<file path="config.mk">
export PLATFORM = sky130hd
export DESIGN_NAME = port_wr_frontend
export DESIGN_NICKNAME = d
export VERILOG_FILES = /design/src/rtl/hydra_pkg.sv /design/src/rtl/port_wr_frontend.sv
export VERILOG_INCLUDE_DIRS = /design/src /design/src/rtl
export SDC_FILE = /design/constraint.sdc
export NUM_CORES = 1
export LEC_CHECK = 0
export BUFFER_PORTS_ARGS = -buffer_cell sky130_fd_sc_hd__buf_2
export CAP_MARGIN = 0
export CORE_ASPECT_RATIO = 0.5
export CORE_MARGIN = 2
export CORE_UTILIZATION = 48
export DETAILED_ROUTE_END_ITERATION = 8
export PLACE_DENSITY = 0.81
export SLEW_MARGIN = 15
export SYNTH_ARGS = -nofsm -noshare
export SYNTH_HDL_FRONTEND = slang
export SYNTH_SLANG_ARGS = --single-unit
</file>
<file path="constraint.sdc">
create_clock -name clk -period 2.35 [get_ports clk]
set_input_delay 0.47 -clock clk [delete_from_list [all_inputs] [get_ports clk]]
set_output_delay 0.47 -clock clk [all_outputs]
set_load 0.005 [all_outputs]
</file>
<file path="src/rtl/hydra_settings.svh">
`ifndef HYDRA_SETTINGS_SVH
`define HYDRA_SETTINGS_SVH

// ######################################################################
// Switch dimensions
// ######################################################################

`define HYDRA_PORTS        4   // Input ports, output ports and banks
`define HYDRA_SLOTS        4   // Packet slots per bank
`define HYDRA_SLOT_WORDS   64  // Also the longest packet

// ######################################################################
// Queueing and data path
// ######################################################################

`define HYDRA_PRIORS       4   // 3 is the highest
`define HYDRA_QUEUE_DEPTH  16  // Holds every slot of the switch
`define HYDRA_DATA_W       16

`endif

</file>
<file path="src/rtl/hydra_pkg.sv">
`default_nettype none
`include "hydra_settings.svh"

package hydra_pkg;

    typedef logic [1:0] port_idx_t;
    typedef logic [1:0] slot_idx_t;

    // One bus word, read as payload or as packet header
    typedef union packed {
        logic [`HYDRA_DATA_W-1:0] raw;
        struct packed {
            port_idx_t  dest;
            logic [1:0] prio;
            logic [6:0] count;  // Total words with header, 2..64
            logic [4:0] rsvd;
        } hdr;
    } word_u;

    // Descriptor of one stored packet, 15 bits
    typedef struct packed {
        port_idx_t  bank;
        slot_idx_t  slot;
        logic [6:0] count;
        logic [1:0] prio;
        port_idx_t  dest;
    } pkt_desc_t;

endpackage

`default_nettype wire

</file>
<file path="src/rtl/port_wr_frontend.sv">
`default_nettype none
`timescale 1ns/1ps
`include "hydra_settings.svh"

module port_wr_frontend #(
    parameter hydra_pkg::port_idx_t BANK_ID = '0
) (
    input  logic                   clk,
    input  logic                   rst_n,
    input  logic                   wr_sop,
    input  logic                   wr_eop,
    input  logic                   wr_vld,
    input  hydra_pkg::word_u       wr_data,
    input  logic [`HYDRA_SLOTS-1:0] free_map,
    output logic                   pause,
    output logic                   wr_en,
    output logic [7:0]             wr_addr,
    output hydra_pkg::word_u       wr_word,
    output logic [`HYDRA_SLOTS-1:0] slot_claim,
    output logic                   desc_push,
    output hydra_pkg::pkt_desc_t   desc_in
);
    import hydra_pkg::*;

    logic      busy;        // Packet in progress
    slot_idx_t free_slot;
    slot_idx_t slot_q;
    word_u     hdr_q;       // Header of the current packet
    logic [5:0] cnt;
    logic      take_sop;
    logic      take_word;

    assign take_sop  = wr_vld & wr_sop;
    assign take_word = wr_vld & (wr_sop | busy);

    // Never rises mid packet
    assign pause = ~busy & ~(|free_map);

    // Lowest free slot
    always_comb begin
        free_slot = '0;
        for (int i = `HYDRA_SLOTS - 1; i >= 0; i--) begin
            if (free_map[i]) free_slot = slot_idx_t'(i);
        end
    end

    always_ff @(posedge clk) begin
        if (!rst_n) begin
            busy       <= 1'b0;
            wr_en      <= 1'b0;
            slot_claim <= '0;
            desc_push  <= 1'b0;
        end else begin
            wr_en      <= take_word;
            slot_claim <= take_sop ? (`HYDRA_SLOTS'(1) << free_slot) : '0;
            desc_push  <= take_word & wr_eop;   // Lands in the bank one edge later
            if (take_sop) begin
                busy <= ~wr_eop;
            end else if (take_word && wr_eop) begin
                busy <= 1'b0;
            end
        end
    end

    always_ff @(posedge clk) begin
        wr_word <= wr_data;
        if (take_sop) begin
            slot_q  <= free_slot;
            hdr_q   <= wr_data;
            cnt     <= 6'd1;
            wr_addr <= {free_slot, 6'd0};
        end else if (take_word) begin
            cnt     <= cnt + 6'd1;
            wr_addr <= {slot_q, cnt};
        end
        desc_in.bank  <= BANK_ID;
        desc_in.slot  <= slot_q;
        desc_in.count <= hdr_q.hdr.count;
        desc_in.prio  <= hdr_q.hdr.prio;
        desc_in.dest  <= hdr_q.hdr.dest;
    end

endmodule

`default_nettype wire

</file>
==> Word-level counts from Yosys, hierarchy flattened <==
Cells that the tools add are included.
{ "word_totals": {"regBits": 68, "in_bits": 25, "output_inout_bits": 46, "word_cells": 37} }
{ "op_classes": {"addsub": 1, "n_shift": 1, "mux": 8, "bitwise": 8, "n_reduce_logical": 5} }
{ "ops": {"columns": ["cell", "n"], "rows": [
  ["$mux 8", 2],
  ["$mux 2", 4],
  ["$add 6x1->6 const B", 1],
  ["$and 1x1->1", 4],
  ["$reduce_bool 2->1", 2],
  ["$reduce_or 4->1", 1],
  ["$shl 1x2->4 const A", 1],
  ["$not 1->1", 3],
  ["$mux 1", 2],
  ["$reduce_and 2->1", 1],
  ["$logic_and 1x1->1", 1],
  ["$or 1x1->1", 1]
]} }

==> Longest topological paths before layout <==
{ "depth": {"depth_word": 5, "mapped_depth": 4, "ltp_nobuf": 4} }

==> Least setup slack after synthesis <==
No wires, ideal clock.
{ "synth_path": {"path_kind": "input port to output port", "start": "input port free_map[3]", "end": "output port pause", "arrival_time_ps": 929, "required_ps": 1880, "slack_ps": 951, "path_stages": 2, "n_path_buf": 0, "path_cell_list": "or2_1 nor4_1"} }
{ "synth_via": {"elab_chain_len": 3} }
{ "synth_lines": {"columns": ["element", "line_no", "source"], "rows": [
  ["start, declared", "port_wr_frontend.sv:14", "input logic [`HYDRA_SLOTS-1:0] free_map,"],
  ["$reduce_or 4->1", "port_wr_frontend.sv:37", "assign pause = ~busy & ~(|free_map);"],
  ["$not 1->1", "port_wr_frontend.sv:37", null],
  ["$and 1x1->1", "port_wr_frontend.sv:37", null],
  ["end, declared", "port_wr_frontend.sv:15", "output logic pause,"]
]} }
Every way passes these cells.

==> Final worst setup path <==
{ "layout_path": {"start": "register busy", "end": "output port pause"} }
{ "layout_via": {"elab_chain_len": 2} }
{ "layout_lines": {"columns": ["element", "line_no", "source"], "rows": [
  ["start, declared", "port_wr_frontend.sv:25", "logic busy;"],
  ["start signal, assigned", "port_wr_frontend.sv:58", "busy <= ~wr_eop;"],
  ["$not 1->1", "port_wr_frontend.sv:37", null],
  ["$and 1x1->1", "port_wr_frontend.sv:37", null]
]} }
Every way passes these cells.

==> flow_summary.json <==
{
  "outcome": "completed",
  "ctsResizeCount": 0,
  "vias_per_cell": 4.569,
  "synth_cells": 121,
  "drt-pass1-iter-count": 7,
  "die_w_um": 90.07,
  "drt-total-wl_mm": 3.113,
  "critPathMaxFanout": 8,
  "power_leakage_nw": 1.077,
  "crit_path_start_kind": "flip-flop",
  "path_clk_slew_ns": 0.07,
  "period_share_pct": 71.09,
  "yosysSeqAreaShare_pct": 79.38,
  "clock_sinks": 63,
  "synth_top_area_share_pct": 54.05,
  "grt-ovfl-total": 0,
  "n_antenna_cell": 0,
  "synth_edf_count": 15,
  "finalSetupViolCount": 0,
  "ys_types": 32,
  "fp.dieH_um": 47.04,
  "grt_max_degree": 19,
  "yosysWarnings": 0,
  "drt-initial-drc-count": 58,
  "grt_pass1_wl_mm": 4.678,
  "crit_path_end_kind": "output port",
  "ctsHtreeMaxLevel": 3,
  "syn2layout_area_growth_pct": 33.22,
  "vias": 1156,
  "grtUsageTotal_pct": 15.61,
  "hold_buffers": 0,
  "slowest_delay_ns": 0.39,
  "core_sq_mm": 0.003491,
  "skew_ns": 0.007777,
  "clockBufferDepth": 2,
  "worst_slew_pin_slew_ns": 0.7582,
  "hp-class": "primary input to flip-flop",
  "synth_area_per_cell_sq_um": 14.69,
  "crit_type": "flip-flop to output port",
  "post_cts_buffers": 0,
  "grt_pass1_vias": 1026,
  "ys_seq_elements": 63,
  "place_hpwl_mm": 2.146,
  "gp_congestion": 0.8539,
  "ys.flop_type": "dfxtp_1",
  "row_count": 15,
  "port_buffers": 68,
  "finalSetupTns_ns": 0,
  "numCtsBuffers": 9,
  "io-pin-count": 71,
  "path_cells": "nor4_1 > buf_2",
  "synthTopCellsByCount": "dfxtp_1, edfxtp_1, a22o_1",
  "final_layout_size_suffix_gt1_share_pct": 43.56,
  "antenna_left": 0,
  "post-route-drc-count": 0,
  "powerDensity_mw_per_mm2": 940.7,
  "antenna_found_initial": 0,
  "drv_slew": 0,
  "final_hold_viol_count": 0,
  "max_slew_margin_pct": 49.45,
  "slowest_stage": "dfxtp_1",
  "timing.hold.ws_ns": 0.2374,
  "clock.fmax_mhz": 598.6,
  "final_nets": 223,
  "synth_most_common_cell": "dfxtp_1",
  "cp.arrival_ns": 1.20,
  "rsz0062_at_grt": "false",
  "crit_required_ns": 1.88,
  "cts.root.buffer_cell": "clkbuf_8",
  "synth_area_leaders": "dfxtp_1, edfxtp_1, a22o_1, a21oi_1, o21ai_0",
  "period_needed_ns": 1.671,
  "ys_async_sr_fraction_pct": 0,
  "wl_per_cell_um": 12.30,
  "syn_area_sq_mm": 0.001778,
  "vdd_drop_max_mv": 0.5126,
  "dieArea_sq_mm": 0.004236,
  "fillCellCount": 264,
  "insertion_delay_ns": 0.33,
  "synth_top_cell_by_area": "dfxtp_1",
  "cap_viol_max_count": 0,
  "tritoncts": "done",
  "start_util_pct": 50.93
}
==> logic make-up (layout without fill, tap and decap cells) <==
logic type               Yosys count  in the layout  synth area share (%)
other                              1              2                0.2109
AO/OA/AOI/OAI                     24             24                 9.994
buffers and inverters              8             88                 2.251
AND/OR/NAND/NOR                   24             24                 7.460
adder cells (fa/ha/maj)            1              1                0.7036
flip-flops                        63             63                 79.38
==> placed cells by master (no fill, tap or decap), drive strengths merged, types with 2 or more instances in the layout <==
master / count
buf: 68
dfxtp: 48
edfxtp: 15
clkbuf: 11
a22o: 7
o21ai: 7
nand2: 5
a21oi: 4
inv: 4
nor2: 3
nor3: 3
clkinv: 3
and2: 2
nor2b: 2
or3: 2
nand4: 2
conb: 2
==> worst paths after layout <==
| path | from | endpoint | slack (ns) | cells past startpoint |
|---|---|---|---|---|
| max | busy$_SDFFE_PN0P_ | pause | 0.68 | 2 |
| min | wr_data[3] | wr_word[3]$_DFF_P_ | 0.24 | 1 |
| max reg2reg | cnt[0]$_SDFFE_PP1N_ | cnt[4]$_SDFFE_PP0N_ | 1.10 | 4 |
| min reg2reg | hdr_q[15]$_DFFE_PP_ | desc_in[1]$_DFF_P_ | 0.34 | 0 |
==> critical path, delay by kind of cell, from the launching register on <==
kind / cells / cell delay (ns)
buffers and inverters: 1 / 0.17
AND/OR/NAND/NOR: 1 / 0.32
flip-flops: 1 / 0.39
==> flip-flops by register name (all words and copies together) (netlist names) <==
name	cells
slot_q	2
wr_en	1
desc_push	1
wr_word	16
hdr_q	11
wr_addr	8
cnt	6
busy	1
slot_claim	4
desc_in	13
==> report_power, final <==
part           total (mW)  leakage [nW]  internal (mW)  switching, mW
registers            1.19         0.540           1.17         0.0201
logic               0.103         0.432         0.0501         0.0527
clock network       0.939         0.105          0.545          0.394
==> metrics by stage <==
step           setup WS, ns  instance area (sq um)  std cells  util, %  power [mW]
2_1_floorplan        0.9506                   1782        122        -       1.245
3_5_place_dp         0.5809                   2161        237    61.90       1.313
5_1_grt              0.6268                   2369        253    67.85       2.305
6_report             0.6793                   2369        253    67.85       2.228
3_3_place_gp         0.6365                   2161        237    61.90       1.309
4_1_cts              0.6850                   2369        253    67.85       2.251
==> routing by layer <==
layer | vias to the layer above | part of all wire (%) | track usage [%]
li1 | 583 | - | -
met1 | 538 | 44 | 16.92
met2 | 32 | 50 | 24.96
met3 | 3 | 5.4 | 8.507
met4 | 0 | 0.93 | 10.77
met5 | - | 0 | 0
==> layout make-up <==
cell class / instances / area [sq um] / share of cell area, %
inverter: 4 / 15.01 / 0.6339
clock inverter: 5 / 56.30 / 2.377
tap: 51 / 63.81 / 2.694
multi-input combinational: 51 / 330.3 / 13.95
sequential: 63 / 1411 / 59.59
clock buffer: 11 / 151.4 / 6.392
timing repair buffer: 68 / 340.3 / 14.37
Note: power is estimated with default switching activity, not from simulation.
