$ cat config.mk
export PLATFORM = sky130hd
export DESIGN_NAME = port_queue_manager
export DESIGN_NICKNAME = d
export VERILOG_FILES = /design/src/rtl/hydra_pkg.sv /design/src/rtl/port_queue_manager.sv
export VERILOG_INCLUDE_DIRS = /design/src /design/src/rtl
export SDC_FILE = /design/constraint.sdc
export NUM_CORES = 1
export LEC_CHECK = 0
export BUFFER_PORTS_ARGS = -buffer_cell sky130_fd_sc_hd__buf_2
export CAP_MARGIN = 20
export CORE_AREA = 2 2 373 375
export CTS_CLUSTER_DIAMETER = 40
export DETAILED_ROUTE_END_ITERATION = 12
export DIE_AREA = 0 0 375 377
export SLEW_MARGIN = 15
export SYNTH_ARGS = -nofsm -noshare
export SYNTH_HDL_FRONTEND = slang
export SYNTH_SLANG_ARGS = --single-unit
$ cat constraint.sdc
create_clock -name clk -period 9.4 [get_ports clk]
set_clock_uncertainty 0.2 [all_clocks]
set_input_delay 2.35 -clock clk [delete_from_list [all_inputs] [get_ports clk]]
set_output_delay 2.35 -clock clk [all_outputs]
set_load 0.02 [all_outputs]
$ cat src/rtl/hydra_settings.svh
`ifndef HYDRA_SETTINGS_SVH
`define HYDRA_SETTINGS_SVH

// ######################################################################
// Switch dimensions
// ######################################################################

`define HYDRA_PORTS        4   // Input ports, output ports and banks
`define HYDRA_SLOTS        4   // Packet slots per bank
`define HYDRA_SLOT_WORDS   64  // Also the longest packet

// ######################################################################
// Queueing and data path
// ######################################################################

`define HYDRA_PRIORS       4   // 3 is the highest
`define HYDRA_QUEUE_DEPTH  16  // Holds every slot of the switch
`define HYDRA_DATA_W       16

`endif

$ cat src/rtl/hydra_pkg.sv
`default_nettype none
`include "hydra_settings.svh"

package hydra_pkg;

    typedef logic [1:0] port_idx_t;
    typedef logic [1:0] slot_idx_t;

    // One bus word, read as payload or as packet header
    typedef union packed {
        logic [`HYDRA_DATA_W-1:0] raw;
        struct packed {
            port_idx_t  dest;
            logic [1:0] prio;
            logic [6:0] count;  // Total words with header, 2..64
            logic [4:0] rsvd;
        } hdr;
    } word_u;

    // Descriptor of one stored packet, 15 bits
    typedef struct packed {
        port_idx_t  bank;
        slot_idx_t  slot;
        logic [6:0] count;
        logic [1:0] prio;
        port_idx_t  dest;
    } pkt_desc_t;

endpackage

`default_nettype wire

$ cat src/rtl/port_queue_manager.sv
`default_nettype none
`timescale 1ns/1ps
`include "hydra_settings.svh"

module port_queue_manager #(
    parameter hydra_pkg::port_idx_t PORT_ID = '0
) (
    input  logic                                    clk,
    input  logic                                    rst_n,
    input  logic [`HYDRA_PORTS-1:0]                 desc_valid,
    input  hydra_pkg::pkt_desc_t [`HYDRA_PORTS-1:0] desc_head,
    input  logic                                    deq,
    output logic [`HYDRA_PORTS-1:0]                 grant,
    output logic                                    q_valid,
    output hydra_pkg::pkt_desc_t                    q_desc
);
    import hydra_pkg::*;

    localparam int QW = $clog2(`HYDRA_QUEUE_DEPTH);

    // ######################################################################
    // Enqueue arbiter, round-robin over the banks
    // ######################################################################

    logic [`HYDRA_PORTS-1:0] req;
    port_idx_t rr;
    port_idx_t cand;
    port_idx_t gnt_idx;
    logic      gnt_any;
    pkt_desc_t gnt_desc;

    always_comb begin
        gnt_idx = '0;
        gnt_any = 1'b0;
        cand    = '0;
        for (int k = 0; k < `HYDRA_PORTS; k++) begin
            req[k] = desc_valid[k] && desc_head[k].dest == PORT_ID;
        end
        for (int k = 0; k < `HYDRA_PORTS; k++) begin
            cand = rr + port_idx_t'(k);
            if (!gnt_any && req[cand]) begin
                gnt_any = 1'b1;
                gnt_idx = cand;
            end
        end
    end

    assign grant    = gnt_any ? (`HYDRA_PORTS'(1) << gnt_idx) : '0;
    assign gnt_desc = desc_head[gnt_idx];

    always_ff @(posedge clk) begin
        if (!rst_n) begin
            rr <= '0;
        end else if (gnt_any) begin
            rr <= gnt_idx + 2'd1;   // Winner goes last next time
        end
    end

    // ######################################################################
    // Priority FIFOs, strict priority on the way out
    // ######################################################################

    pkt_desc_t qmem [`HYDRA_PRIORS][`HYDRA_QUEUE_DEPTH];
    logic [QW:0] wp [`HYDRA_PRIORS];
    logic [QW:0] rp [`HYDRA_PRIORS];
    logic [`HYDRA_PRIORS-1:0] nonempty;
    logic [1:0] sel;

    always_comb begin
        sel = '0;
        for (int p = 0; p < `HYDRA_PRIORS; p++) begin
            nonempty[p] = (wp[p] != rp[p]);
            if (nonempty[p]) sel = 2'(p);   // Highest wins
        end
    end

    assign q_valid = |nonempty;
    assign q_desc  = qmem[sel][rp[sel][QW-1:0]];

    always_ff @(posedge clk) begin
        if (!rst_n) begin
            for (int p = 0; p < `HYDRA_PRIORS; p++) begin
                wp[p] <= '0;
                rp[p] <= '0;
            end
        end else begin
            if (gnt_any) wp[gnt_desc.prio] <= wp[gnt_desc.prio] + 1'b1;
            if (deq)     rp[sel] <= rp[sel] + 1'b1;
        end
    end

    always_ff @(posedge clk) begin
        if (gnt_any) qmem[gnt_desc.prio][wp[gnt_desc.prio][QW-1:0]] <= gnt_desc;
    end

endmodule

`default_nettype wire

# ---- Word-level counts from Yosys, hierarchy flattened
# Memory sizes are Yosys's and may differ from the RTL's.
# Cells that the tools add are included.
dict set report op_classes {
  n_reduce_logical 18
  bitwise 2
  muxes 41
  n_lt_le_gt_ge 8
  n_shift 1
  n_eq_ne 4
  add_sub_neg 6
}
# op n
set ops {}
lappend ops {{2-to-1 mux 240 bit} 1}
lappend ops {{binary-select mux 15 bit (select 4 bit)} 1}
lappend ops {{demux 15 bit (select 4 bit)} 1}
lappend ops {{2-to-1 mux 15 bit} 4}
lappend ops {{binary-select mux 15 bit (select 2 bit)} 1}
lappend ops {{!= test 5 bit} 4}
lappend ops {{2-to-1 mux 1 bit} 18}
lappend ops {{2-to-1 mux 2 bit} 8}
lappend ops {{less-than comparator 2 x 3 -> 1 bit, second input constant} 5}
lappend ops {{adder 5 x 1 -> 5 bit, second input constant} 2}
lappend ops {{>= comparator 5 bit, second input constant} 2}
lappend ops {{2-to-1 mux 5 bit} 2}
lappend ops {{NOT 4 -> 5 bit} 2}
lappend ops {{OR reduction 5 bit} 2}
lappend ops {{binary-select mux 1 bit (select 2 bit)} 4}
lappend ops {{logical AND 1 bit} 8}
lappend ops {{logical NOT 2 bit} 4}
lappend ops {{less-than comparator 5 x 1 -> 1 bit, second input constant} 1}
lappend ops {{adder 2 x 1 -> 2 bit, second input constant} 2}
lappend ops {{adder 2 bit, second input constant} 2}
lappend ops {{2-to-1 mux 4 bit} 1}
lappend ops {{OR reduction 4 bit} 1}
lappend ops {{<< shifter 1 x 2 -> 4 bit, first input constant} 1}
lappend ops {{logical NOT 1 bit} 3}
dict set report totals {
  mem_bits_rw 1000
  ff_bits 2
  n_memories 3
  elab_cells 84
  output_inout_bits 20
  input_bits 67
}
# name words word_bits rd rd_ports_with_merged_regs wr line
set memory_table {}
lappend memory_table {qmem 4 240 1 0 1 port_queue_manager.sv:63} ;# pkt_desc_t qmem [`HYDRA_PRIORS][`HYDRA_QUEUE_DEPTH];
lappend memory_table {rp 4 5 5 0 4 port_queue_manager.sv:65} ;# logic [QW:0] rp [`HYDRA_PRIORS];
lappend memory_table {wp 4 5 5 0 4 port_queue_manager.sv:64} ;# logic [QW:0] wp [`HYDRA_PRIORS];

# ---- Logic depth before layout (Yosys ltp)
# An unclocked memory read counts as a cell.
dict set report logic_depth {
  depth_word 23
  depth_mapped 14
  ltp_nobuf 10
}

# ---- Worst setup path after synthesis
# OpenSTA, ideal clock, no wires.
dict set report synth_timing {
  path_kind {input-to-reg}
  from {input desc_head[45] (netlist name)}
  to {memory qmem[0][15] (netlist name), enable pin}
  n_path_buf 2
  setup_slack_ps 2779
  path_stages 12
  t_arrival_ps 6015
  setup_ps 406
  path_cell_list {or3b_1 > o211ai_1 > nand3_2 > mux2i_1 > mux2_4 > inv_2 > nand3_1 > and2_4 > nand2b_1 > buf_2 > buf_4 > nor3_1}
}
# item line
set synth_lines {}
lappend synth_lines {{start, declared} port_queue_manager.sv:11} ;# input hydra_pkg::pkt_desc_t [`HYDRA_PORTS-1:0] desc_head,
lappend synth_lines {{end, declared} port_queue_manager.sv:63}

==> flow_summary.json <==
{
  "fin_ws_ns": 1.14,
  "fin_area_um2": 48600,
  "ys_top_cells_by_area": "edfxtp_1 73%, nand2_1 3.8%, mux2i_1 3.4%",
  "vias_per_cell": 5.41,
  "ys_ff_latch": 1002,
  "die_h_um": 377,
  "synthCells": 2834,
  "synth_top_area_cell": "edfxtp_1",
  "antenna_found_initial": 6,
  "clkSinkCount": 1002,
  "cp_slowest_cell": "edfxtp_1",
  "gr-total-overflow": 0,
  "drive_gt1_share_pct": 18.1,
  "cts_buffers": 118,
  "max_freq_ghz": 0.121,
  "multi_input_area_um2": 10700,
  "cp.required_ns": 6.85,
  "synth_nets": 2906,
  "fin_crit_sh_pct": 87.9,
  "yosysUniqueCellTypes": 87,
  "ant_nets": 0,
  "period_needed_ns": 8.26,
  "rsz0062_at_grt": "false",
  "worst_pin_slew_ns": 1.12,
  "core_um2": 137000,
  "slowest_delay_ns": 0.71,
  "synth_top_area_share_pct": 73.1,
  "n_fill_cell": 12900,
  "post_cts_buffers": 0,
  "crit_type": "reg -> out",
  "hold_violations": 0,
  "grt_max_degree": 135,
  "routed_wl_um": 124000,
  "r2r_setup_slack_ns": 4.20,
  "ios": 87,
  "path_common_cell": "buf_4",
  "drt_first_pass_iters": 6,
  "vdd.ir_drop.worst_uv": 174,
  "track_usage_pct": 17.2,
  "power_leakage_uw": 0.0158,
  "root_buffer": "clkbuf_16",
  "drc": 0,
  "yosysSeqAreaShare_pct": 73.2,
  "nets": 3062,
  "drt-initial-drc-count": 3371,
  "reg2reg_depth": 11,
  "clk_latency_ns": 0.70,
  "setup_violations": 0,
  "seqCellArea_um2": 30100,
  "min_to": "rr[1]$_SDFFE_PN0N_",
  "num_vias": 26400,
  "worstReg2RegEnd": "qmem[3][166]$_DFFE_PP_",
  "dpl-instance-area_um2": 44600,
  "wire_per_inst_um": 25.5,
  "hold_start": "rr[1]$_SDFFE_PN0N_",
  "start_util_pct": 30.0,
  "grt_pass1_vias": 25400,
  "clock_path_buffers": 3,
  "p_per_area_nw_per_um2": 233,
  "cts_tree": "done",
  "die_w_um": 375,
  "synth_ff_type": "edfxtp_1",
  "fp-row-count": 136,
  "cts_hold_buf": 0,
  "cp-start-kind": "register",
  "globalplace.congestion": 0.876,
  "slew_violations": 0,
  "maxCapViolations": 0,
  "crit_path_end_kind": "output port",
  "worst-path-buf-inv": 4,
  "crit_chain": "nor2b_1 -> a2111oi_4 -> a31oi_1 -> a311oi_4 -> a21oi_4 -> inv_2 -> buf_4 -> buf_4 -> mux2i_1 -> a211oi_1 -> nand3_1 -> o2bb2ai_1 -> buf_2",
  "status": "complete, no violations",
  "worstPathArrival_ns": 5.71,
  "cts_resized": 0,
  "fin_cells": 4882,
  "ctsHtreeMaxLevel": 3,
  "cp_max_fo": 36,
  "synth_warnings": 0,
  "critPathTopFamily": "compound AO/OA/AOI/OAI gates",
  "syn_area_um2": 41100,
  "relSlewSlack_pct": 24.9,
  "timing.rr.start": "rr[0]$_SDFFE_PN0N_",
  "synth_area_per_cell_um2": 14.5,
  "hold_depth": 2,
  "grt_pass1_wl_um": 180000,
  "hold_class": "reg -> reg",
  "port_buffers": 86,
  "tns_ns": 0,
  "hpwl_um": 76900,
  "area_delta_synth_final_pct": 18.4,
  "place_ws_ns": 1.96,
  "synth_edf_count": 1000,
  "ys_async_sr_fraction_pct": 0,
  "dieArea_um2": 141000,
  "placed_cells": 4663,
  "clk_pin_slew_ns": 0.06
}
## kinds of logic after synthesis
group | after synthesis | synth area share, %
flip-flops | 1002 | 73.2
AND/OR/NAND/NOR | 845 | 9.54
adder cells (fa/ha/maj) | 5 | 0.152
buffers and inverters | 198 | 2.11
XOR/XNOR | 19 | 0.405
multiplexers | 162 | 4.14
AO/OA/AOI/OAI | 603 | 10.4
## metal layers
layer	GRT usage (%)	vias up	wire length, µm
met2	27.9	1512	58500
met5	0	-	50
li1	-	11400	-
met3	3.37	227	11900
met4	6.06	8	4110
met1	23.0	13200	49700
## cells in the final DEF, fill, tap and decap left out, types with 22 or more instances in the layout
| cell | instances |
|---|---|
| edfxtp_1 | 1000 |
| nand2_1 | 408 |
| nand3_1 | 151 |
| mux2i_1 | 139 |
| buf_4 | 125 |
| a21oi_1 | 123 |
| clkbuf_16 | 120 |
| buf_2 | 87 |
| o21ai_0 | 84 |
| nor2_1 | 76 |
| a211oi_1 | 63 |
| a221oi_1 | 58 |
| a31oi_1 | 51 |
| nor3_2 | 39 |
| and3_1 | 29 |
| nor3_1 | 27 |
| o211ai_1 | 24 |
| a22oi_1 | 24 |
| a221o_1 | 22 |
## worst max path at each step
stage                                 from  depth (start not counted)                     to
floorplan                    desc_head[45]                         12  qmem[0][15]$_DFFE_PP_
global placement    rp[2][0]$_SDFFCE_PN0P_                         12              q_desc[8]
detailed placement  rp[2][0]$_SDFFCE_PN0P_                         12             q_desc[12]
CTS                 rp[2][0]$_SDFFCE_PN0P_                         12             q_desc[12]
global route        rp[2][0]$_SDFFCE_PN0P_                         13             q_desc[13]
finish              rp[2][0]$_SDFFCE_PN0P_                         13             q_desc[13]
## stage by stage
stage / utilization [%] / hold WS [ns] / total power, µW
after floorplan: - / 0.263 / 6040
after global placement: 32.4 / 0.293 / 6740
after detailed placement: 32.5 / 0.316 / 6760
after CTS: 35.5 / 0.319 / 11400
after global routing: 35.5 / 0.343 / 11600
final: 35.5 / 0.314 / 11300
## power breakdown
part	internal, µW	switching, µW	leakage (µW)
logic	378	1170	0.00474
registers	5120	28.2	0.00908
clock network	2770	1870	0.00194
## layout make-up
class | instances | share of cell area, %
Inverter | 10 | 0.0824
Sequential cell | 1002 | 61.8
Clock inverter | 86 | 2.00
Tap cell | 1794 | 4.62
Antenna cell | 1 | 0.00515
Multi-Input combinational cell | 1634 | 22.0
Timing Repair Buffer | 224 | 3.23
Clock buffer | 131 | 6.26
## state kept, by name, summed over array words and instances, names as in the netlist
register / count
wp: 20
qmem: 960
rp: 20
rr: 2
## synthesized netlist by cell type (13+ instances only)
cell,n
or3_1,16
nand3_1,152
o211ai_1,24
a21oi_1,123
a221oi_1,58
buf_2,59
xnor2_1,13
o21ai_0,84
and3_1,32
edfxtp_1,1000
mux2i_1,139
nand4_1,19
a211oi_1,63
buf_1,22
nand2_1,411
nor2_1,82
a21o_1,15
a22oi_1,24
a22o_1,19
a221o_1,22
a21boi_0,15
clkbuf_1,95
mux2_2,18
a31oi_1,62
nor3_1,68
## worst register-to-register path: cells and delay by family (launching register included)
family                 cells  cell delay (ns)
AOI/OAI and AO/OA          1             0.20
and+or+nand+nor            4             2.18
buffers and inverters      4             1.38
muxes                      2             0.53
DFF                        1             0.37
Note: power is estimated with default switching activity, not from simulation.
