$ cat src/rtl/hydra_settings.svh
`ifndef HYDRA_SETTINGS_SVH
`define HYDRA_SETTINGS_SVH

// ######################################################################
// Switch dimensions
// ######################################################################

`define HYDRA_PORTS        4   // Input ports, output ports and banks
`define HYDRA_SLOTS        4   // Packet slots per bank
`define HYDRA_SLOT_WORDS   64  // Also the longest packet

// ######################################################################
// Queueing and data path
// ######################################################################

`define HYDRA_PRIORS       4   // 3 is the highest
`define HYDRA_QUEUE_DEPTH  16  // Holds every slot of the switch
`define HYDRA_DATA_W       16

`endif

$ cat src/rtl/hydra_pkg.sv
`default_nettype none
`include "hydra_settings.svh"

package hydra_pkg;

    typedef logic [1:0] port_idx_t;
    typedef logic [1:0] slot_idx_t;

    // One bus word, read as payload or as packet header
    typedef union packed {
        logic [`HYDRA_DATA_W-1:0] raw;
        struct packed {
            port_idx_t  dest;
            logic [1:0] prio;
            logic [6:0] count;  // Total words with header, 2..64
            logic [4:0] rsvd;
        } hdr;
    } word_u;

    // Descriptor of one stored packet, 15 bits
    typedef struct packed {
        port_idx_t  bank;
        slot_idx_t  slot;
        logic [6:0] count;
        logic [1:0] prio;
        port_idx_t  dest;
    } pkt_desc_t;

endpackage

`default_nettype wire

$ cat src/rtl/port_rd_frontend.sv
`default_nettype none
`timescale 1ns/1ps
`include "hydra_settings.svh"

module port_rd_frontend (
    input  logic                                clk,
    input  logic                                rst_n,
    input  logic                                ready,
    input  logic                                q_valid,
    input  hydra_pkg::pkt_desc_t                q_desc,
    input  hydra_pkg::word_u [`HYDRA_PORTS-1:0] bank_word,
    output logic                                deq,
    output logic [7:0]                          rd_addr,
    output logic                                slot_release,
    output hydra_pkg::port_idx_t                release_bank,
    output hydra_pkg::slot_idx_t                release_slot,
    output logic                                rd_sop,
    output logic                                rd_eop,
    output logic                                rd_vld,
    output logic [`HYDRA_DATA_W-1:0]            rd_data
);
    import hydra_pkg::*;

    localparam logic [1:0] S_IDLE   = 2'd0;
    localparam logic [1:0] S_STREAM = 2'd1;   // Issuing addresses
    localparam logic [1:0] S_DRAIN  = 2'd2;   // Last word still in the pipe

    logic [1:0] state;
    pkt_desc_t  cur;
    logic [5:0] cnt;
    logic       last;
    logic       v1;
    logic       s1;
    logic       e1;

    assign deq  = (state == S_IDLE) && ready && q_valid;   // ready only matters here
    assign last = ({1'b0, cnt} == cur.count - 7'd1);

    assign rd_addr      = {cur.slot, cnt};
    assign release_bank = cur.bank;
    assign release_slot = cur.slot;

    always_ff @(posedge clk) begin
        if (!rst_n) begin
            state        <= S_IDLE;
            v1           <= 1'b0;
            s1           <= 1'b0;
            e1           <= 1'b0;
            rd_vld       <= 1'b0;
            rd_sop       <= 1'b0;
            rd_eop       <= 1'b0;
            slot_release <= 1'b0;
        end else begin
            // Stage 1 waits on the bank read, stage 2 is the output
            v1     <= (state == S_STREAM);
            s1     <= (state == S_STREAM) && cnt == 6'd0;
            e1     <= (state == S_STREAM) && last;
            rd_vld <= v1;
            rd_sop <= s1;
            rd_eop <= e1;
            slot_release <= (state == S_STREAM) && last;
            case (state)
                S_IDLE:   if (deq)  state <= S_STREAM;
                S_STREAM: if (last) state <= S_DRAIN;
                S_DRAIN:  if (e1)   state <= S_IDLE;   // Idle in the rd_eop cycle
                default:  state <= S_IDLE;
            endcase
        end
    end

    always_ff @(posedge clk) begin
        if (deq) begin
            cur <= q_desc;
            cnt <= 6'd0;
        end else if (state == S_STREAM) begin
            cnt <= cnt + 6'd1;
        end
        rd_data <= bank_word[cur.bank].raw;   // Bank picked here
    end

endmodule

`default_nettype wire

$ cat config.mk
export PLATFORM = sky130hd
export DESIGN_NAME = port_rd_frontend
export DESIGN_NICKNAME = d
export VERILOG_FILES = /design/src/rtl/hydra_pkg.sv /design/src/rtl/port_rd_frontend.sv
export VERILOG_INCLUDE_DIRS = /design/src /design/src/rtl
export SDC_FILE = /design/constraint.sdc
export NUM_CORES = 1
export LEC_CHECK = 0
export ABC_AREA = 0
export BUFFER_PORTS_ARGS = -buffer_cell sky130_fd_sc_hd__buf_4
export CAP_MARGIN = 20
export CORE_MARGIN = 2
export CORE_UTILIZATION = 40
export CTS_CLUSTER_SIZE = 25
export DETAILED_ROUTE_END_ITERATION = 16
export PLACE_DENSITY = 0.76
export SLEW_MARGIN = 20
export SYNTH_ARGS = -nofsm -noshare
export SYNTH_HDL_FRONTEND = slang
export SYNTH_SLANG_ARGS = --single-unit
$ cat constraint.sdc
create_clock -name clk -period 3 [get_ports clk]
set_input_delay 0.15 -clock clk [delete_from_list [all_inputs] [get_ports clk]]
set_output_delay 0.15 -clock clk [all_outputs]
set_load 0.02 [all_outputs]
* Word level (Yosys, flattened, before mapping) *
Index checks and enable logic that the tools add are counted.

operators by class
  add/sub/neg operators = 2
  order comparisons = 1
  equal/unequal tests = 6
  muxes and demuxes = 6
  reductions and logical operators = 7

operator list
  kind                 number
  $bmux 16 s2          1
  $mux 16              1
  $eq 6x7->1           1
  $sub 7x1->7 const B  1
  $add 6x1->6 const B  1
  $logic_not 6->1      1
  $mux 2               3
  $ne 2x2->1 const B   3
  $pmux 2 s3           1
  $logic_and 1x1->1    4
  $lt 2x3->1 const B   1
  $reduce_and 3->1     1
  $eq 2x1->1 const B   1
  $eq 2x2->1 const B   1
  $logic_not 2->1      1

storage, ports and cells
  bits in registers = 41
  output and inout port bits = 33
  logic and storage cells = 34

* Depth between registers and ports, before layout *
Gate-level depths: netlist of the first run.

  depth in word-level cells = 5
  gate-level depth with buffers = 7
  gate-level depth less buffers = 7

* Worst setup path after synthesis of the first run *
No wires, ideal clock.

  path type = register to register
  start = reg state[1]
  end = reg state[0]
  data arrival time = 2.361 ns
  required time = 2.922 ns
  path slack = 0.560 ns
  cell stages (with the launch flop) = 4
  cell sequence = dfxtp_1 > nor3_1 > o21ai_0 > a31oi_1

between the ends
  word-level cells in the longest chain between the ends = 5
  elaborated cells between the ends (all ways) = 10

ends and longest elaborated chain
  item                            line                    source
  start, declared                 port_rd_frontend.sv:28  logic [1:0] state;
  start signal, assigned          port_rd_frontend.sv:45  state <= S_IDLE;
  start signal, assigned          port_rd_frontend.sv:63  S_IDLE: if (deq) state <= S_STREAM;
  start signal, assigned          port_rd_frontend.sv:64  S_STREAM: if (last) state <= S_DRAIN;
  $logic_not 2->1                 port_rd_frontend.sv:36  assign deq = (state == S_IDLE) && ready && q_valid;
  $logic_and 1x1->1 (2 in a row)  port_rd_frontend.sv:36
  via deq                         port_rd_frontend.sv:12  output logic deq,
  $ne 2x2->1 (no line)            n/a
  $reduce_and 3->1 (no line)      n/a

The timed path passes the listed nets, and every way through them passes these cells.
A chain may end at the register's enable or synchronous reset.

* Worst setup path in the final report of the first run *
  start = reg cur[6] in the netlist's numbering
  end = reg state[1]

between the ends
  word-level cells in the longest chain between the ends = 4

ends and longest elaborated chain
  item                        line                    source
  start, declared             port_rd_frontend.sv:29  pkt_desc_t cur;
  start signal, assigned      port_rd_frontend.sv:73  cur <= q_desc;
  $sub 7x1->7                 port_rd_frontend.sv:37  assign last = ({1'b0, cnt} == cur.count - 7'd1);
  $eq 6x7->1                  port_rd_frontend.sv:37
  $ne 2x2->1 (no line)        n/a
  $reduce_and 3->1 (no line)  n/a

Every way passes these cells.

==> summary.md, run 1 <==
| Metric | Value |
|---|---|
| Yosys warns | `0` |
| # clock sinks | `41` |
| # setup viols final | `0` |
| Initial Util | `0.4138` |
| Cell family with most CP delay | `simple AND/OR/NAND/NOR gates` |
| Clk_lat worst skew | `0.29 ns` |
| Crit path cell chain | `or3_4 > or3b_1 > a2111oi_2 > and2_1 > a32o_1` |
| Reg-to-reg critical path startpoint | `cur[6]$_DFFE_PP_` |
| Hold Path Class | `in -> reg` |
| Initial antenna violation count | `0` |
| Area share of the largest cell type after synthesis | `0.3333` |
| Worst slew pin tran | `0.7027 ns` |
| Global-route wire length before repair | `6.672 mm` |
| Max FO, Critical Path | `6` |
| Design area | `2734 µm²` |
| Crit path arrival time | `2.31 ns` |
| Die Wd | `71.12 µm` |
| DP Cell Count | `288` |
| Core Area | `4354 µm²` |
| Vias | `1483` |
| Sequential-to-total area share from yosys stat | `0.5167` |
| Initial DRC Count | `80` |
| Worst EP required | `3.23 ns` |
| Startpoint Class | `flip-flop` |
| Final ANT Viol Nets | `0` |
| Ranking of synthesized cells by area | `dfxtp_1 33%, mux4_2 20%, edfxtp_1 18%` |
| Fmax | `480.6 MHz` |
| Pleak | `1.221 nW` |
| Largest net degree at the start of global routing | `21` |
| Critical path class | `reg -> reg` |
| Post-Route WL | `4.256 mm` |
| Synth Instances | `134` |
| Final clock skew | `0.005220 ns` |
| WL per Instance | `14.43 µm` |
| 1st-pass router iterations | `4` |
| Maximum vdd drop | `187.8 µV` |
| Hold Fails Final Rpt | `0` |
| Hold-fix buffers, CTS | `0` |
| GR Util All Layers | `0.1710` |
| RR Endpoint | `state[1]$_SDFFE_PN0P_` |
| Crit path capture type | `flip-flop` |
| Cts bufs inserted | `5` |
| Placed cell area | `2655 µm²` |
| Outcome | `finished, final reports clean` |
| Most frequent cells in the layout | `113 x buf_4, 30 x dfxtp_1, 16 x mux4_2, 11 x edfxtp_1, 8 x nor2_1` |
| Clk slew on worst S/H paths | `0.08 ns` |
| DRC Markers | `0` |
| Vias in the first global route | `1502` |
| Fin nets | `329` |
| Part of the cycle the worst path needs | `0.6936` |
| Seq cells post-synth | `41` |
| Tmin final | `2.081 ns` |
| H-tree levels | `2` |
| Netlist cell types | `36` |
| Final design utilization | `0.6279` |
| Non-Filler Instances | `295` |
| Die Span Y | `71.12 µm` |
| Buffers inserted by post-CTS timing repair | `0` |
| Synthesized area per cell | `13.45 µm²` |
| Buf/Inv on CP | `0` |
| I/O pins | `116` |
| Post-DR vias/cell | `5.027` |
| Placer Congestion | `0.7573` |
| Resize count post-CTS | `0` |
| Most common cell after layout, fill and taps aside | `buf_4` |
| Synthesized area | `1802 µm²` |
| Worst Hold Endpoint | `cur[6]$_DFFE_PP_` |
| Total Negative Setup Slacks | `0 ns` |
| # rows | `24` |
| Gr ovfl total | `0` |
| RSZ-0062 raised after global routing | `no` |
| CTS tree | `done` |
| Pwr dens | `468.3 nW/µm²` |
| Area delta synth->final | `51.74%` |
| Slowest cell on the critical path | `edfxtp_1` |
| Reg2reg setup slack | `0.92 ns` |
| Buffers on Ports | `111` |
| Rel. slew slack | `0.5315` |
| Syn nets | `220` |
| Worst r2r path cells | `5` |
| CTS root buffer | `clkbuf_8` |
| Min-Delay Path Depth | `1` |
| Deepest clock path buffer count | `2` |
| Dominant cell type by area after synthesis | `dfxtp_1` |
| Die ar. | `5057 µm²` |
| HP Start | `q_desc[6]` |
| Max-capacitance violation count | `0` |
| Max-slew violation count | `0` |
| Share of layout cells above drive strength 1 | `0.5844` |
| Max incr delay on CP | `0.45 ns` |
| Diodes inserted | `0` |
| DP Wirelength | `3.514 mm` |
state kept, by name, summed over array words and instances, names as in the netlist:
signal and cells:
cur 7, rd_data 16, e1 1, rd_eop 1
state 2, rd_sop 1, release_slot 2, v1 1
s1 1, cnt 6, release_bank 2, rd_vld 1
cell usage after synthesis, drive strengths merged:
cell and instances:
inv 5, nor4 1, or3 2, nand4 1
or2 2, and4 2, a311o 1, xor2 3
and2b 1, a31oi 3, o21ai 2, nor3b 1
clkbuf 4, nor2 8, nand3 1, a32o 1
edfxtp 11, ha 3, buf 7, a21oi 3
and3b 1, nand2b 2, dfxtp 30, nand3b 1
and3 1, xnor2 7, and2 5, a2111oi 1
nor2b 2, nand2 2, mux4 16, or3b 1
nor3 3
cell type report:
cell class	count	area [µm²]
tap	52	65.06
multi-input combinational	77	792.0
sequential	41	930.9
inverter	5	18.77
clock inverter	2	10.01
timing repair buffer	113	848.3
fill	374	1620
clock buffer	5	68.82
worst max-delay path by stage:
stage / startpoint / end / slack (ns) / cells past startpoint
final: cur[6]$_DFFE_PP_ / state[1]$_SDFFE_PN0P_ / 0.92 / 5
after global routing: cur[6]$_DFFE_PP_ / state[1]$_SDFFE_PN0P_ / 0.84 / 5
after CTS: cur[6]$_DFFE_PP_ / state[1]$_SDFFE_PN0P_ / 0.91 / 5
after detailed placement: cur[6]$_DFFE_PP_ / state[1]$_SDFFE_PN0P_ / 0.94 / 5
after global placement: cur[6]$_DFFE_PP_ / state[1]$_SDFFE_PN0P_ / 0.97 / 5
after floorplan: state[1]$_SDFFE_PN0P_ / state[0]$_SDFFE_PN0P_ / 0.56 / 3
layer usage:
| layer | up-vias | GRT usage | part of all wire |
|---|---|---|---|
| met5 | - | 0 | 0 |
| met4 | 0 | 0.05031 | 0.0087 |
| met3 | 4 | 0.06268 | 0.11 |
| met2 | 79 | 0.3167 | 0.54 |
| met1 | 695 | 0.1804 | 0.34 |
| li1 | 705 | - | - |
power breakdown:
part | internal, mW | total [mW] | switching (mW)
Clock | 0.157 | 0.337 | 0.180
Combinational | 0.173 | 0.295 | 0.122
Sequential | 0.612 | 0.648 | 0.0369
Total | 0.941 | 1.28 | 0.339
cells by family after synthesis:
kind of cell / share of synthesized area
compound gates: 0.04375
xor+xnor: 0.04861
fa+ha+maj: 0.02084
buf+inv: 0.04652
flops: 0.5167
mux: 0.2000
simple gates: 0.1236
metrics by stage:
step,total power [mW],worst slack [ns],hold WS [ns]
floorplan,0.8043,0.5605,0.2489
global placement,0.9526,0.9708,0.3287
detailed placement,0.9605,0.9351,0.3296
CTS,1.300,0.9107,0.02421
global route,1.342,0.8370,0.02085
finish,1.280,0.9192,0.03401
Power figures use the tool's default switching activity.
==> inputs of run 2 (changes only) <==
--- a/config.mk
+++ b/config.mk
@@ -6,14 +6,14 @@
 export SDC_FILE = /design/constraint.sdc
 export NUM_CORES = 1
 export LEC_CHECK = 0
-export ABC_AREA = 0
+export ABC_AREA = 1
 export BUFFER_PORTS_ARGS = -buffer_cell sky130_fd_sc_hd__buf_4
 export CAP_MARGIN = 20
 export CORE_MARGIN = 2
 export CORE_UTILIZATION = 40
 export CTS_CLUSTER_SIZE = 25
 export DETAILED_ROUTE_END_ITERATION = 16
-export PLACE_DENSITY = 0.76
+export PLACE_DENSITY = 0.75
 export SLEW_MARGIN = 20
 export SYNTH_ARGS = -nofsm -noshare
 export SYNTH_HDL_FRONTEND = slang
==> constraint.sdc (replaced) <==
create_clock -name clk -period 2.1 [get_ports clk]
set_input_delay 0.105 -clock clk [delete_from_list [all_inputs] [get_ports clk]]
set_output_delay 0.105 -clock clk [all_outputs]
set_load 0.02 [all_outputs]
==> run 2 against run 1 <==
  * First-iteration DRC count up 7.5%
  * Utilization up 0.79 points
  * Largest power group unchanged
  * Combinational power up 48%
  * Sequential power up 39%
  * Final area up 9.1%
  * Die area up 7.1%
  * Cell count up 42%
  * Area after synthesis up 7.5%
==> summary.md, run 2 <==
| Metric | Value |
|---|---|
| Outcome | `finished, final reports clean (unchanged)` |
| GR Util All Layers | `0.1999 (was 0.1710)` |
| Reg-to-reg critical path startpoint | `cur[4]$_DFFE_PP_ (was cur[6]$_DFFE_PP_)` |
| Initial Util | `0.4128 (was 0.4138)` |
| Largest net degree at the start of global routing | `34 (was 21)` |
| Clk slew on worst S/H paths | `0.07 ns (was 0.08 ns)` |
| Hold-fix buffers, CTS | `11 (was 0)` |
| Pwr dens | `611.6 nW/µm² (was 468.3 nW/µm²)` |
| CTS root buffer | `clkbuf_8 (unchanged)` |
| Reg power frac | `0.493 (was 0.506)` |
| DP Cell Count | `401 (was 288)` |
| CTS tree | `done (unchanged)` |
| Synthesized area per cell | `7.873 µm² (was 13.45 µm²)` |
| Seq cells post-synth | `41 (unchanged)` |
| Critical path class | `reg -> out (was reg -> reg)` |
| Buffers inserted by post-CTS timing repair | `0 (unchanged)` |
| Cell family with most CP delay | `buffers and inverters (was simple AND/OR/NAND/NOR gates)` |
| Placed cell area | `2793 µm² (was 2655 µm²)` |
| Final ANT Viol Nets | `0 (unchanged)` |
| Dominant cell type by area after synthesis | `dfxtp_1 (unchanged)` |
| I/O pins | `116 (unchanged)` |
| Clk_lat worst skew | `0.28 ns (was 0.29 ns)` |
| Crit path arrival time | `1.56 ns (was 2.31 ns)` |
| Part of the power in the clock network | `0.268 (was 0.263)` |
| Sequential-to-total area share from yosys stat | `0.4806 (was 0.5167)` |
| Non-Filler Instances | `420 (was 295)` |
| Vias | `2087 (was 1483)` |
| Worst Setup Slack, final | `0.4309 ns (was 0.9192 ns)` |
| Netlist cell types | `27 (was 36)` |
| Wire length on met3 | `422 µm (was 448 µm)` |
| Deepest clock path buffer count | `2 (unchanged)` |
| # clock sinks | `41 (unchanged)` |
| Worst r2r path cells | `11 (was 5)` |
| Startpoint Class | `flip-flop (unchanged)` |
| Yosys warns | `0 (unchanged)` |
| Synth Instances | `246 (was 134)` |
| Die Wd | `73.59 µm (was 71.12 µm)` |
| Slowest cell on the critical path | `inv_1 (was edfxtp_1)` |
| Post-synth EDFFs | `11 (unchanged)` |
| Buf/Inv on CP | `3 (was 0)` |
| Gr ovfl total | `0 (unchanged)` |
| Pleak | `1.410 nW (was 1.221 nW)` |
| Diodes inserted | `0 (unchanged)` |
| Max reg flops | `16 (unchanged)` |
| Commonest cells post-synth | `42 x nor2_1, 34 x o21ai_0, 31 x nand2_1, 30 x dfxtp_1, 21 x inv_1 (was 30 x dfxtp_1, 16 x mux4_2, 11 x edfxtp_1, 8 x nor2_1, 7 x xnor2_1)` |
| # setup viols final | `0 (unchanged)` |
| Tmin final | `1.669 ns` |
| Part of the cycle the worst path needs | `0.7948` |
| Crit path capture type | `primary output (was flip-flop)` |
| Most common cell after layout, fill and taps aside | `buf_4 (unchanged)` |
| Final design utilization | `0.6357 (was 0.6279)` |
| Top Registers | `rd_data: 16 flops, cur: 7 flops, cnt: 6 flops (unchanged)` |
| Hold slack | `0.02635 ns (was 0.03401 ns)` |
| Die ar. | `5415 µm² (was 5057 µm²)` |
| Met1 Wirelength | `2.135 mm (was 1.464 mm)` |
| Share of layout cells above drive strength 1 | `0.3661 (was 0.5844)` |
| Placer Congestion | `0.8374 (was 0.7573)` |
| Most frequent cells in the layout | `115 x buf_4, 42 x nor2_1, 34 x o21ai_0, 31 x nand2_1, 30 x dfxtp_1 (was 113 x buf_4, 30 x dfxtp_1, 16 x mux4_2, 11 x edfxtp_1, 8 x nor2_1)` |
| Total Negative Setup Slacks | `0 ns (unchanged)` |
| HP Start | `rst_n (was q_desc[6])` |
| Asr flop ratio synth | `0 (unchanged)` |
| Resize count post-CTS | `0 (unchanged)` |
| Initial DRC Count | `86 (was 80)` |
| Vias in the first global route | `1899 (was 1502)` |
| DP Wirelength | `4.151 mm (was 3.514 mm)` |
| Routed length on met2 | `2.751 mm (was 2.306 mm)` |
| Max incr delay on CP | `0.45 ns (about the same)` |
| Global-route wire length before repair | `8.355 mm (was 6.672 mm)` |
| Design area | `2983 µm² (was 2734 µm²)` |
| Main synth FF type | `dfxtp_1 (unchanged)` |
| Worst EP required | `2.00 ns (was 3.23 ns)` |
| Die Span Y | `73.59 µm (was 71.12 µm)` |
| P_sw | `0.4964 mW (was 0.3389 mW)` |
| Switching fraction of total power | `0.2721 (was 0.2647)` |
| Synthesized area | `1937 µm² (was 1802 µm²)` |
| H-tree levels | `2 (unchanged)` |
| RSZ-0062 raised after global routing | `no (unchanged)` |
| Rel. slew slack | `0.6241 (was 0.5315)` |
| Min-Delay Path Depth | `3 (was 1)` |
| Fin nets | `451 (was 329)` |
| Max-capacitance violation count | `0 (unchanged)` |
| Cts bufs inserted | `5 (unchanged)` |
| Fmax | `599.1 MHz` |
| Worst slew pin tran | `0.5633 ns (was 0.7027 ns)` |
| # rows | `25 (was 24)` |
| Final clock skew | `0.004474 ns (was 0.005220 ns)` |
| Top-count cell post-synth | `nor2_1 (was dfxtp_1)` |
| Largest Register | `rd_data (unchanged)` |
| Syn nets | `332 (was 220)` |
| Max FO, Critical Path | `14 (was 6)` |
| Post-Route WL | `5.373 mm (was 4.256 mm)` |
| Maximum vdd drop | `289.1 µV (was 187.8 µV)` |
| Area share of the largest cell type after synthesis | `0.3101 (was 0.3333)` |
| Hold Fails Final Rpt | `0 (unchanged)` |
| Area delta synth->final | `54.01% (was 51.74%)` |
| Buffers on Ports | `111 (unchanged)` |
| Int Power | `1.328 mW (was 0.9414 mW)` |
| Critical Path Start | `state[0]$_SDFFE_PN0P_ (was cur[6]$_DFFE_PP_)` |
| Post-DR vias/cell | `4.969 (was 5.027)` |
| Hold Path Class | `in -> reg (unchanged)` |
| Comb pwr share | `0.239 (was 0.230)` |
| WL per Instance | `12.79 µm (was 14.43 µm)` |
| Top Metal Used | `met4 (unchanged)` |
| Worst slack, placed | `0.4606 ns (was 0.9351 ns)` |
| Pwr Total | `1.824 mW (was 1.280 mW)` |
| CP most frequent cell | `inv_1` |
| Core Area | `4692 µm² (was 4354 µm²)` |
| DRC Markers | `0 (unchanged)` |
| Max-slew violation count | `0 (unchanged)` |
| Initial antenna violation count | `0 (unchanged)` |
| Crit path depth | `4 (was 5)` |
| 1st-pass router iterations | `4 (unchanged)` |
| Crit path cell chain | `inv_1 > nand4_1 > inv_1 > buf_4 (was or3_4 > or3b_1 > a2111oi_2 > and2_1 > a32o_1)` |
| Ranking of synthesized cells by area | `dfxtp_1 31%, edfxtp_1 17%, o21ai_0 8.8% (was dfxtp_1 33%, mux4_2 20%, edfxtp_1 18%)` |
run 2: cell count changes after synthesis, moves of 8 or more:
cell	change
nor2_1	+34
o21ai_0	+32
nand2_1	+29
inv_1	+16
mux4_2	-16
o22ai_1	+16
nand3_1	+8
run 2: worst paths after layout:
path	to	slack (ns)
max	deq	0.43
min	rd_vld$_SDFF_PN0_	0.03
max reg2reg	state[0]$_SDFFE_PN0P_	0.44
min reg2reg	rd_vld$_SDFF_PN0_	0.41
run 2: cell type report:
class,count,area (µm²)
Timing Repair Buffer,126,973.4
Inverter,27,101.3
Sequential cell,41,930.9
Clock buffer,8,80.08
Multi-Input combinational cell,164,829.5
Fill cell,423,1709
Tap cell,54,67.56
run 2: cell families after synthesis:
group / after synthesis / share of synthesized area
xor+xnor: 2 / 0.009046
buf+inv: 41 / 0.09109
flops: 41 / 0.4806
compound gates: 58 / 0.1641
simple gates: 101 / 0.2358
fa+ha+maj: 3 / 0.01938
run 2: worst register-to-register path, delay by kind of cell (launching register included):
family | cells | cell delay, ns
adder cells (fa/ha/maj) | 1 | 0.27
buffers and inverters | 2 | 0.17
AND/OR/NAND/NOR | 7 | 0.64
AO/OA/AOI/OAI | 1 | 0.05
flip-flops | 1 | 0.42
run 2: routing by layer:
layer | vias to the layer above | global-route usage
met3 | 8 | 0.06996
li1 | 1058 | -
met1 | 941 | 0.2280
met5 | - | 0
met2 | 80 | 0.3482
met4 | 0 | 0.06263
run 2: power groups by stage:
stage | clock [mW] | combinational (mW) | sequential [mW]
global route | 0.538 | 0.477 | 0.906
floorplan | 0 | 0.158 | 0.961
global placement | 0 | 0.411 | 0.916
finish | 0.489 | 0.436 | 0.900
CTS | 0.507 | 0.439 | 0.900
detailed placement | 0 | 0.421 | 0.918
==> inputs of run 3 (changes only) <==
--- a/config.mk
+++ b/config.mk
@@ -10,10 +10,10 @@
 export BUFFER_PORTS_ARGS = -buffer_cell sky130_fd_sc_hd__buf_4
 export CAP_MARGIN = 20
 export CORE_MARGIN = 2
-export CORE_UTILIZATION = 40
+export CORE_UTILIZATION = 39
 export CTS_CLUSTER_SIZE = 25
 export DETAILED_ROUTE_END_ITERATION = 16
-export PLACE_DENSITY = 0.75
+export PLACE_DENSITY = 0.76
 export SLEW_MARGIN = 20
 export SYNTH_ARGS = -nofsm -noshare
 export SYNTH_HDL_FRONTEND = slang
==> constraint.sdc (replaced) <==
create_clock -name clk -period 1.4 [get_ports clk]
set_input_delay 0.07 -clock clk [delete_from_list [all_inputs] [get_ports clk]]
set_output_delay 0.07 -clock clk [all_outputs]
set_load 0.02 [all_outputs]
==> run 3 against run 2 <==
  * The run now ends with negative setup slack left
  * Highest routed layer unchanged
  * Via count rose by 0.29%
  * Total power rose by 51%
  * Die area up 2.4%
  * Clock skew down 0.0011 ns
  * Critical path type is now reg -> reg
  * Utilization grew 1.5 points
  * Cell count is 4.5% higher
  * Global-route usage increased by 0.096 points
  * Combinational power up 57%
  * Register-to-register slack worse by 0.50 ns
  * First-iteration DRC count grew 17%
==> summary.md, run 3 (synthesis gave the netlist of run 2 again) <==
| Metric | Value |
|---|---|
| DRC Markers | `0 (unchanged)` |
| Max FO, Critical Path | `2 (was 14)` |
| Crit path arrival time | `1.64 ns (was 1.56 ns)` |
| Die Wd | `74.47 µm (was 73.59 µm)` |
| Reg-to-reg critical path startpoint | `cur[4]$_DFFE_PP_ (unchanged)` |
| Outcome | `finished, violations left (was finished, final reports clean)` |
| Tmin final | `1.461 ns` |
| Buffers on Ports | `111 (unchanged)` |
| Placer Congestion | `0.9075 (was 0.8374)` |
| Initial DRC Count | `101 (was 86)` |
| Critical Path Start | `cur[4]$_DFFE_PP_ (was state[0]$_SDFFE_PN0P_)` |
| Initial antenna violation count | `0 (unchanged)` |
| Die Span Y | `74.47 µm (was 73.59 µm)` |
| Startpoint Class | `flip-flop (unchanged)` |
| Vias in the first global route | `1925 (was 1899)` |
| Part of the cycle the worst path needs | `1.043` |
| Worst Hold Endpoint | `rd_data[8]$_DFF_P_ (was rd_vld$_SDFF_PN0_)` |
| Share of layout cells above drive strength 1 | `0.3871 (was 0.3661)` |
| Final ANT Viol Nets | `0 (unchanged)` |
| Vias | `2093 (was 2087)` |
| Fin nets | `457 (was 451)` |
| Final clock skew | `0.003331 ns (was 0.004474 ns)` |
| # rows | `25 (unchanged)` |
| Clk_lat worst skew | `0.28 ns (about the same)` |
| Max reg flops | `16 (unchanged)` |
| HP Start | `bank_word[8] (was rst_n)` |
| Largest Register | `rd_data (unchanged)` |
| Fmax | `684.5 MHz` |
| Clk slew on worst S/H paths | `0.07 ns (about the same)` |
| Gr ovfl total | `0 (unchanged)` |
| Top Registers | `rd_data: 16 flops, cur: 7 flops, cnt: 6 flops (unchanged)` |
| Non-Filler Instances | `439 (was 420)` |
| Failing checks | `negative setup slack` |
| Initial Util | `0.4074 (was 0.4128)` |
| CTS tree | `done (unchanged)` |
| # clock sinks | `41 (unchanged)` |
| Worst r2r path cells | `9 (was 11)` |
| Reg area | `930.9 µm² (unchanged)` |
| Deepest clock path buffer count | `2 (unchanged)` |
| Rel. slew slack | `0.7132 (was 0.6241)` |
| Worst slew pin tran | `0.4297 ns (was 0.5633 ns)` |
| 1st-pass router iterations | `4 (unchanged)` |
| Worst EP required | `1.58 ns (was 2.00 ns)` |
| Post-Route WL | `5.368 mm (was 5.373 mm)` |
| RR Endpoint | `state[0]$_SDFFE_PN0P_ (unchanged)` |
| Most common cell after layout, fill and taps aside | `buf_4 (unchanged)` |
| CTS root buffer | `clkbuf_8 (unchanged)` |
| Core Area | `4755 µm² (was 4692 µm²)` |
| Max-capacitance violation count | `0 (unchanged)` |
| DP Wirelength | `4.043 mm (was 4.151 mm)` |
| Multi-input combinational cell area | `852.1 µm² (was 829.5 µm²)` |
| Pwr dens | `887.6 nW/µm² (was 611.6 nW/µm²)` |
| DP Cell Count | `418 (was 401)` |
| Post-DR vias/cell | `4.768 (was 4.969)` |
| Maximum vdd drop | `456.8 µV (was 289.1 µV)` |
| Largest net degree at the start of global routing | `34 (unchanged)` |
| Pleak | `1.447 nW (was 1.410 nW)` |
| WL per Instance | `12.23 µm (was 12.79 µm)` |
| Critical path class | `reg -> reg (was reg -> out)` |
| Hold Fails Final Rpt | `0 (unchanged)` |
| Most frequent cells in the layout | `118 x buf_4, 42 x nor2_1, 34 x o21ai_0, 31 x nand2_1, 30 x dfxtp_1 (was 115 x buf_4, 42 x nor2_1, 34 x o21ai_0, 31 x nand2_1, 30 x dfxtp_1)` |
| Die ar. | `5546 µm² (was 5415 µm²)` |
| Global-route wire length before repair | `8.369 mm (was 8.355 mm)` |
| Filler cell count in the final layout | `439 (was 423)` |
| GR Util All Layers | `0.2008 (was 0.1999)` |
| RSZ-0062 raised after global routing | `yes (was no)` |
| I/O pins | `116 (unchanged)` |
| Diodes inserted | `0 (unchanged)` |
| Area delta synth->final | `59.75% (was 54.01%)` |
| Pwr Total | `2.746 mW (was 1.824 mW)` |
| Crit path capture type | `flip-flop (was primary output)` |
| Worst Setup Slack, final | `-0.06084 ns (was 0.4309 ns)` |
| Hold slack | `0.03184 ns (was 0.02635 ns)` |
| Min-Delay Path Depth | `3 (unchanged)` |
| Reg2reg setup slack | `-0.06 ns (was 0.44 ns)` |
| Cts bufs inserted | `5 (unchanged)` |
| # setup viols final | `3 (was 0)` |
| Hold Path Class | `in -> reg (unchanged)` |
| Max-slew violation count | `0 (unchanged)` |
| H-tree levels | `2 (unchanged)` |
run 3: cell count changes in the layout (fill, tap and decap cells not counted), sizes merged:
| cell | before | now |
|---|---|---|
| buf | 115 | 120 |
| dlygate4sd3 | 11 | 12 |
run 3: critical path, cell delays in order, from the launching register on:
cell      delay [ns]
edfxtp_1        0.40
inv_2           0.09
ha_4            0.19
xnor2_1         0.11
nor2_1          0.14
nand2_1         0.09
nor3_2          0.10
nand3_1         0.11
nand2_1         0.07
a21oi_1         0.05
run 3: how the worst max path moves through the flow:
stage,to,slack (ns)
final,state[0]$_SDFFE_PN0P_,-0.06
after global routing,state[1]$_SDFFE_PN0P_,-0.18
after CTS,state[0]$_SDFFE_PN0P_,-0.10
after detailed placement,state[0]$_SDFFE_PN0P_,-0.1
after global placement,state[0]$_SDFFE_PN0P_,-0.05
after floorplan,state[0]$_SDFFE_PN0P_,-0.04
run 3: power by group:
| part | internal, mW | switching (mW) | total (mW) |
|---|---|---|---|
| sequential | 1.30 | 0.0484 | 1.35 |
| clock | 0.354 | 0.361 | 0.715 |
| combinational | 0.361 | 0.324 | 0.684 |
run 3: cell type report:
class,instances,share of cell area
timing repair buffer,132,0.3380
sequential,41,0.3008
multi-input combinational,164,0.2754
inverter,27,0.03275
tap,67,0.02709
clock buffer,8,0.02588
run 3: what timing repair did:
action,4_1_cts,5_1_grt
setup endpoints to repair,4,4
hold endpoints to repair,14,0
pin swaps,4,9
cloned,0,0
hold buffers,12,0
setup buffers,2,0
gates resized for setup,2,3
run 3: per-layer routing:
layer,wire (µm),share of wire,vias up,track usage
met4,72,0.013,0,0.07143
met3,485,0.090,5,0.07182
met2,2721,0.51,90,0.3491
met1,2089,0.39,934,0.2273
li1,-,-,1064,-
met5,0,0,-,0
run 3: metrics by stage:
step	TNS, ns	setup slack [ns]	utilization	area [µm²]
final	-0.1354	-0.06084	0.6508	3094
after global routing	-0.5135	-0.1785	0.6508	3094
after CTS	-0.2406	-0.1011	0.6513	3097
after detailed placement	-0.1985	-0.09956	0.6050	2877
after global placement	-0.04797	-0.04797	0.6050	2877
after floorplan	-0.3041	-0.03740	-	1949
